$ cat src/i3c_pkg.sv
// Bus event struct, FSM state enums, CCC and reset action codes, protocol constants
`default_nettype none

package i3c_pkg;

  // 7-bit broadcast address used by every broadcast CCC
  localparam logic [6:0] BroadcastAddr = 7'h7E;

  // SDA transitions with SCL low that open a Target Reset Pattern
  localparam logic [4:0] TrpToggles = 5'd14;

  // 8 data bits plus the ACK/T bit
  localparam int unsigned FrameBits = 9;

  // One-cycle strobes from the bus event stage
  typedef struct packed {
    logic scl_pos;
    logic scl_neg;
    logic sda_pos;
    logic sda_neg;
    logic start;
    logic rstart;
    logic stop;
  } bus_events_t;

  // RSTACT defining byte values
  typedef enum logic [7:0] {
    RstNone       = 8'h00,
    RstPeripheral = 8'h01,
    RstWhole      = 8'h02
  } rst_action_e;

  typedef enum logic [7:0] {
    CccRstactBcast = 8'h2A
  } ccc_code_e;

  // Decoded RSTACT, valid is a one-cycle strobe
  typedef struct packed {
    logic       valid;
    logic [7:0] action;
  } rstact_t;

  // Target Reset Pattern detector
  typedef enum logic [1:0] {
    Counting,
    SclHigh,
    SawSr
  } trp_state_e;

  // RSTACT frame receiver
  typedef enum logic [2:0] {
    Idle,
    Addr,
    Code,
    Defining,
    Complete
  } rx_state_e;

endpackage

`default_nettype wire

$ cat src/bus_event_detect.sv
// Bus event stage that turns sampled SCL/SDA into edge, START, Sr and STOP strobes
`timescale 1ns/100ps
`default_nettype none

module bus_event_detect (
  input  logic                 clk_i,
  input  logic                 rst_ni,
  input  logic                 scl_i,
  input  logic                 sda_i,
  input  logic                 enable_i,
  output i3c_pkg::bus_events_t events_o
);
  import i3c_pkg::*;

  logic        scl_q;
  logic        sda_q;
  logic        scl_d;
  logic        sda_d;
  logic        in_frame_q;
  bus_events_t events_d;

  // Idle bus is high on both lines
  always_ff @(posedge clk_i or negedge rst_ni) begin
    if (!rst_ni) begin
      scl_q <= 1'b1;
      sda_q <= 1'b1;
      scl_d <= 1'b1;
      sda_d <= 1'b1;
    end else begin
      scl_q <= scl_i;
      sda_q <= sda_i;
      scl_d <= scl_q;
      sda_d <= sda_q;
    end
  end

  always_comb begin
    events_d         = '0;
    events_d.scl_pos = scl_q & ~scl_d;
    events_d.scl_neg = ~scl_q & scl_d;
    events_d.sda_pos = sda_q & ~sda_d;
    events_d.sda_neg = ~sda_q & sda_d;
    // SDA moving under a steady high SCL is a bus condition
    events_d.start   = events_d.sda_neg & scl_q & scl_d & ~in_frame_q;
    events_d.rstart  = events_d.sda_neg & scl_q & scl_d & in_frame_q;
    events_d.stop    = events_d.sda_pos & scl_q & scl_d;
    if (!enable_i) begin
      events_d = '0;
    end
  end

  always_ff @(posedge clk_i or negedge rst_ni) begin
    if (!rst_ni) begin
      in_frame_q <= 1'b0;
      events_o   <= '0;
    end else begin
      events_o <= events_d;
      if (!enable_i || events_d.stop) begin
        in_frame_q <= 1'b0;
      end else if (events_d.start) begin
        in_frame_q <= 1'b1;
      end
    end
  end

endmodule

`default_nettype wire

$ cat src/i3c_target_reset.sv
// Top level of the standby target reset logic: event stage, detectors, reset control
`timescale 1ns/100ps
`default_nettype none

module i3c_target_reset (
  input  logic       clk_i,
  input  logic       rst_ni,
  input  logic       scl_i,
  input  logic       sda_i,
  input  logic       standby_en_i,
  input  logic       peripheral_reset_done_i,
  output logic       peripheral_reset_o,
  output logic       escalated_reset_o,
  output logic [7:0] rst_action_o,
  output logic       rst_action_valid_o
);
  import i3c_pkg::*;

  bus_events_t events;
  logic        trp_detect;
  rstact_t     rstact;

  bus_event_detect u_bus_event_detect (
    .clk_i    (clk_i),
    .rst_ni   (rst_ni),
    .scl_i    (scl_i),
    .sda_i    (sda_i),
    .enable_i (standby_en_i),
    .events_o (events)
  );

  target_reset_detect u_target_reset_detect (
    .clk_i        (clk_i),
    .rst_ni       (rst_ni),
    .events_i     (events),
    .trp_detect_o (trp_detect)
  );

  rstact_receiver u_rstact_receiver (
    .clk_i    (clk_i),
    .rst_ni   (rst_ni),
    .events_i (events),
    .sda_i    (sda_i),
    .rstact_o (rstact)
  );

  reset_control u_reset_control (
    .clk_i                   (clk_i),
    .rst_ni                  (rst_ni),
    .trp_detect_i            (trp_detect),
    .rstact_i                (rstact),
    .peripheral_reset_done_i (peripheral_reset_done_i),
    .peripheral_reset_o      (peripheral_reset_o),
    .escalated_reset_o       (escalated_reset_o),
    .rst_action_o            (rst_action_o),
    .rst_action_valid_o      (rst_action_valid_o)
  );

endmodule

`default_nettype wire

$ cat src/reset_control.sv
// Combines pattern detection and RSTACT into peripheral and escalated resets
`timescale 1ns/100ps
`default_nettype none

module reset_control (
  input  logic             clk_i,
  input  logic             rst_ni,
  input  logic             trp_detect_i,
  input  i3c_pkg::rstact_t rstact_i,
  input  logic             peripheral_reset_done_i,
  output logic             peripheral_reset_o,
  output logic             escalated_reset_o,
  output logic [7:0]       rst_action_o,
  output logic             rst_action_valid_o
);
  import i3c_pkg::*;

  logic escalate_q;
  logic periph_req;
  logic escalate_req;

  // First pattern resets the peripheral, a later one escalates
  assign periph_req   = (rstact_i.valid && rstact_i.action == RstPeripheral) ||
                        (trp_detect_i && !escalate_q);
  assign escalate_req = (rstact_i.valid && rstact_i.action == RstWhole) ||
                        (trp_detect_i && escalate_q);

  always_ff @(posedge clk_i or negedge rst_ni) begin
    if (!rst_ni) begin
      escalate_q         <= 1'b0;
      peripheral_reset_o <= 1'b0;
      escalated_reset_o  <= 1'b0;
      rst_action_valid_o <= 1'b0;
      rst_action_o       <= RstNone;
    end else begin
      if (trp_detect_i) begin
        escalate_q <= 1'b1;
      end
      // Done has priority over a new request
      if (peripheral_reset_done_i) begin
        peripheral_reset_o <= 1'b0;
      end else if (periph_req) begin
        peripheral_reset_o <= 1'b1;
      end
      if (escalate_req) begin
        escalated_reset_o <= 1'b1;
      end
      rst_action_valid_o <= rstact_i.valid;
      if (rstact_i.valid) begin
        rst_action_o <= rstact_i.action;
      end
    end
  end

endmodule

`default_nettype wire

$ cat src/rstact_receiver.sv
// Frame deserializer that decodes a broadcast RSTACT CCC and its defining byte
`timescale 1ns/100ps
`default_nettype none

module rstact_receiver (
  input  logic                 clk_i,
  input  logic                 rst_ni,
  input  i3c_pkg::bus_events_t events_i,
  input  logic                 sda_i,
  output i3c_pkg::rstact_t     rstact_o
);
  import i3c_pkg::*;

  rx_state_e  state_q;
  rx_state_e  state_d;
  logic [3:0] bit_cnt_q;
  logic [7:0] shift_q;
  logic [7:0] action_q;
  logic       byte_done;
  logic       restart;
  logic       valid_q;

  assign restart = events_i.start | events_i.rstart;

  // The ninth SCL rise is the ACK/T bit, the byte is complete by then
  assign byte_done = events_i.scl_pos && (bit_cnt_q == 4'(FrameBits - 1));

  always_ff @(posedge clk_i or negedge rst_ni) begin
    if (!rst_ni) begin
      bit_cnt_q <= '0;
    end else if (restart || byte_done) begin
      bit_cnt_q <= '0;
    end else if (events_i.scl_pos) begin
      bit_cnt_q <= bit_cnt_q + 4'd1;
    end
  end

  // MSB first, ACK/T bit is not shifted in
  always_ff @(posedge clk_i) begin
    if (events_i.scl_pos && !byte_done) begin
      shift_q <= {shift_q[6:0], sda_i};
    end
  end

  always_comb begin
    state_d = state_q;
    if (restart) begin
      state_d = Addr;
    end else if (events_i.stop) begin
      state_d = Idle;
    end else if (byte_done) begin
      unique case (state_q)
        Addr: begin
          // Broadcast address with the write bit
          if (shift_q == {BroadcastAddr, 1'b0}) begin
            state_d = Code;
          end else begin
            state_d = Idle;
          end
        end
        Code: begin
          if (shift_q == CccRstactBcast) begin
            state_d = Defining;
          end else begin
            state_d = Idle;
          end
        end
        Defining: begin
          state_d = Complete;
        end
        // Extra bytes after the defining byte void the command
        default: begin
          state_d = Idle;
        end
      endcase
    end
  end

  always_ff @(posedge clk_i) begin
    if (state_q == Defining && state_d == Complete) begin
      action_q <= shift_q;
    end
  end

  always_ff @(posedge clk_i or negedge rst_ni) begin
    if (!rst_ni) begin
      state_q <= Idle;
      valid_q <= 1'b0;
    end else begin
      state_q <= state_d;
      valid_q <= (state_q == Complete) && events_i.stop;
    end
  end

  assign rstact_o = '{valid: valid_q, action: action_q};

endmodule

`default_nettype wire

$ cat src/target_reset_detect.sv
// FSM that recognizes the Target Reset Pattern: SDA toggles, Sr, then STOP
`timescale 1ns/100ps
`default_nettype none

module target_reset_detect (
  input  logic                 clk_i,
  input  logic                 rst_ni,
  input  i3c_pkg::bus_events_t events_i,
  output logic                 trp_detect_o
);
  import i3c_pkg::*;

  trp_state_e state_q;
  trp_state_e state_d;
  logic [4:0] toggles_q;
  logic [4:0] toggles_d;
  logic       detect_d;
  logic       sda_toggle;
  logic       scl_edge;
  logic       any_event;

  // An SDA edge that is not a bus condition happened with SCL low
  assign sda_toggle = (events_i.sda_pos | events_i.sda_neg) &
                      ~(events_i.start | events_i.rstart | events_i.stop);
  assign scl_edge   = events_i.scl_pos | events_i.scl_neg;
  assign any_event  = |events_i;

  always_comb begin
    state_d   = state_q;
    toggles_d = toggles_q;
    detect_d  = 1'b0;
    unique case (state_q)
      Counting: begin
        if (scl_edge) begin
          toggles_d = '0;
          if (events_i.scl_pos && toggles_q == TrpToggles) begin
            state_d = SclHigh;
          end
        end else if (sda_toggle && toggles_q != TrpToggles) begin
          toggles_d = toggles_q + 5'd1;
        end
      end
      SclHigh: begin
        if (events_i.start || events_i.rstart) begin
          state_d = SawSr;
        end else if (any_event) begin
          state_d = Counting;
        end
      end
      SawSr: begin
        if (events_i.stop) begin
          detect_d = 1'b1;
          state_d  = Counting;
        end else if (any_event) begin
          state_d = Counting;
        end
      end
      default: begin
        state_d   = Counting;
        toggles_d = '0;
      end
    endcase
  end

  always_ff @(posedge clk_i or negedge rst_ni) begin
    if (!rst_ni) begin
      state_q      <= Counting;
      toggles_q    <= '0;
      trp_detect_o <= 1'b0;
    end else begin
      state_q      <= state_d;
      toggles_q    <= toggles_d;
      trp_detect_o <= detect_d;
    end
  end

endmodule

`default_nettype wire

$ cat config.mk
export PLATFORM = sky130hd
export DESIGN_NAME = i3c_target_reset
export DESIGN_NICKNAME = d
export VERILOG_FILES = /design/src/i3c_pkg.sv /design/src/bus_event_detect.sv /design/src/i3c_target_reset.sv /design/src/reset_control.sv /design/src/rstact_receiver.sv /design/src/target_reset_detect.sv
export SDC_FILE = /design/constraint.sdc
export NUM_CORES = 1
export LEC_CHECK = 0
export BUFFER_PORTS_ARGS = -buffer_cell sky130_fd_sc_hd__buf_2
export CORE_ASPECT_RATIO = 1.4
export CORE_MARGIN = 8
export CORE_UTILIZATION = 40
export CTS_CLUSTER_DIAMETER = 120
export CTS_CLUSTER_SIZE = 28
export DETAILED_ROUTE_END_ITERATION = 10
export RECOVER_POWER = 100
export REMOVE_ABC_BUFFERS = 1
export SETUP_SLACK_MARGIN = 0.02
export SLEW_MARGIN = 40
export SYNTH_ARGS = -nofsm -noshare
export SYNTH_HDL_FRONTEND = slang
export SYNTH_HIERARCHICAL = 1
export SYNTH_SLANG_ARGS = --single-unit
$ cat constraint.sdc
create_clock -name clk_i -period 2.2 [get_ports clk_i]
set_clock_uncertainty 0.1 [all_clocks]
set_input_delay 0.44 -clock clk_i [delete_from_list [all_inputs] [get_ports clk_i]]
set_output_delay 0.44 -clock clk_i [all_outputs]
set_load 0.005 [all_outputs]
==> reports/qor.txt <==
Sw Share - 23.3%
max-slew violation count - 0
Max IR drop VDD - 0.000655 V
via total after detailed routing - 1427
Cell Int Power - 1.53 mW
Final setup viols - 0
CTS resizes - 0
unrepaired setup endpoints after global routing - false
clk_lat worst skew - 0.30 ns
DRT iter0 DRCs - 64
Ports - 17
Final GP Congestion - 0.768
CP endpoint - u_rstact_receiver/action_q[7]
post-synthesis instance total - 178
vias in the first global route - 1439
combinational share of power - 7.4%
startpoint types - flip-flop
final net count - 216
R2R depth - 7
Reg power frac - 59.1%
CP arrival - 1.81 ns
Tcrit/Tclk final - 86.5%
Placed Instances - 264
FFs w/ async S/R, synth - 71.4%
Synth top area share - 37.4%
switching power total - 0.465 mW
H-tree Lvls - 2
height of the die - 108 um
clock buffer depth - 2
final wirelength - 3.89 mm
dominant cell type by area after synthesis - dfrtp_1
FMAX - 526 MHz
Final Hold Fails - 0
Final ANT Viol Nets - 0
Root Buffer - clkbuf_8
slowest CP cell - dfrtp_1
All-Layer GR Usage - 9.66%
Crit. End Element - flip-flop
CP required - 2.10 ns
core area - 0.00582 mm^2
Critical Path Max Stage Delay - 0.42 ns
status - complete, no violations
Reg clk slew, reported paths - 0.09 ns
number of port buffers - 16
FP Rows - 33
initial antenna violation count - 0
Clock power frac - 33.5%
Synth area leaders - dfrtp_1 (37%), edfxtp_1 (20%), dfstp_2 (4.4%), ha_1 (4.2%), mux2_2 (3.7%)
sequential element share of the synthesized area - 61.7%
share of layout cells above drive strength 1 - 20.2%
HPWL after DPL - 2.91 mm
DRC viols - 0
GRT Residual Overflow - 0
Final Hold Slack - 0.136 ns
fin crit period - 1.90 ns
R2R Setup Slk - 0.30 ns
DR vias/cell - 5.23
Hold Startpoint - scl_i
TritonCTS Buffers - 5
post-layout util - 46.0%
Initial Util - 41.4%
final instance area - 0.00268 mm^2
Max Cap Viol - 0
Avg Cell Area, Syn - 13.5 um^2
Finished Layout Cells - 273
synth unique cells - 49
setup TNS - 0 ns
commonest cells after routing, fill and taps aside - dfrtp_1 (36), edfxtp_1 (16), buf_2 (11), inv_1 (10), nand2_1 (10)
Worst setup startpoint - u_rstact_receiver/bit_cnt_q[0]
TritonCTS clock tree - yes
area grow syn2layout - 11.2%
synth warn - 6
Relative slew margins - 27.4%
first-pass GRT wire length - 6.67 mm
WL/cell - 14.2 um
most common cell after layout, fill and taps aside - dfrtp_1
Antenna diodes - 0
Worst Tran Pin Value - 1.09 ns
synthesized area - 0.00241 mm^2
pin count of the biggest net entering global routing - 23
Placed Area - 0.00258 mm^2
DRT Pass-1 Iters - 4
Post-synth EDFFs - 16
Post-CTS Setup Bufs - 0
CP Cell Sequence - inv_1 -> ha_1 -> nand2_1 -> nor3b_4 -> nand4b_1 -> nor2_1 -> clkbuf_2
Die W - 81.6 um
DIE AREA - 0.00880 mm^2
FF-to-FF Start - u_rstact_receiver/bit_cnt_q[0]
Power Dens Cells - 745 mW/mm^2
Main synth FF type - dfrtp_1
critical path class - flip-flop to flip-flop
Pleak - 1.16 nW
synthesized flop and latch total - 56
clock sinks - 56
Worst R2R End - u_rstact_receiver/action_q[7]
min-delay worst type - primary input to flip-flop
worst-path maximum fanout - 8
-- registers in the layout, indices dropped and copies added (netlist names), 2 cells and up --
register and flops:
u_target_reset_detect/toggles_q 5, u_rstact_receiver/bit_cnt_q 4, u_bus_event_detect/events_o 7, u_reset_control/rst_action_o 8, u_rstact_receiver/shift_q 8, u_rstact_receiver/action_q 8
u_rstact_receiver/state_q 3, u_target_reset_detect/state_q 2
-- layout make-up --
cell class	count	area [um^2]
well taps	70	87.6
repair buffers	19	109
fillers	530	3140
inverters	10	37.5
multi-input cells	110	841
flip-flops and latches	56	1490
clock buffers	5	68.8
clock inverters	3	47.5
-- worst min-delay path by stage --
stage | end | slack, ns | depth (start not counted)
CTS | u_bus_event_detect/scl_q | 0.12 | 1
detailed placement | u_bus_event_detect/scl_d | 0.29 | 0
global placement | u_bus_event_detect/scl_d | 0.29 | 0
global route | u_bus_event_detect/scl_q | 0.11 | 1
floorplan | u_bus_event_detect/events_o[0] | 0.04 | 0
finish | u_bus_event_detect/scl_q | 0.14 | 1
-- kinds of logic (layout without fill, tap and decap cells) --
logic type      count (synthesis)  after routing  share of synthesized area [%]
simple gates                   63             63                           17.9
compound gates                 28             28                           8.99
buf+inv                        12             37                           2.34
xor+xnor                        2              2                          0.727
mux                             9              9                           4.16
flops                          56             56                           61.7
fa+ha+maj                       8              8                           4.16
-- power by group through the flow --
stage	sequential [mW]	combinational (mW)	clock [mW]
3_3_place_gp	1.20	0.148	0
6_report	1.18	0.147	0.669
3_5_place_dp	1.20	0.152	0
4_1_cts	1.18	0.154	0.698
2_1_floorplan	1.19	0.106	0
5_1_grt	1.19	0.169	0.741
-- synthesized netlist by cell type, types with 2 or more instances --
library cell / count
nor3b_4: 2
nand4b_1: 4
o21ai_1: 3
xor2_1: 2
a21o_1: 2
o211ai_1: 3
nor2_1: 7
dfstp_2: 4
edfxtp_1: 16
or4_1: 2
nand2_1: 10
nor3b_1: 3
nand2b_1: 5
a21oi_1: 6
mux2_2: 8
or2_2: 2
o21a_1: 2
and2_1: 3
nand3_1: 5
nor3_1: 6
ha_1: 8
inv_1: 10
dfrtp_1: 36
a32o_1: 2
and3b_1: 2
a31oi_1: 2
-- metrics by stage --
stage,power [mW],worst slack (ns)
final,2.00,0.298
after global routing,2.10,0.152
after CTS,2.03,0.357
after detailed placement,1.36,0.376
after global placement,1.35,0.415
after floorplan,1.29,0.249
-- timing repair --
action,in CTS,in global routing
hold endpoints to repair,18,0
setup endpoints to repair,0,0
hold buffers,1,0
-- per-layer routing --
metal / share of wire [%] / vias to the layer above / wire [um] / GRT usage (%)
met3: 5.5 / 4 / 213 / 3.01
li1: - / 698 / - / -
met5: 0 / - / 0 / 0
met4: 1.1 / 0 / 42 / 3.65
met1: 42 / 701 / 1630 / 10.7
met2: 52 / 24 / 2010 / 16.7
-- worst max-delay path: cells and delay by family (launching register included) --
| family | cells | cell delay [ns] |
|---|---|---|
| AND/OR/NAND/NOR | 4 | 0.62 |
| buffers and inverters | 2 | 0.31 |
| adder cells (fa/ha/maj) | 1 | 0.16 |
| flip-flops | 1 | 0.42 |
Power figures use the tool's default switching activity.
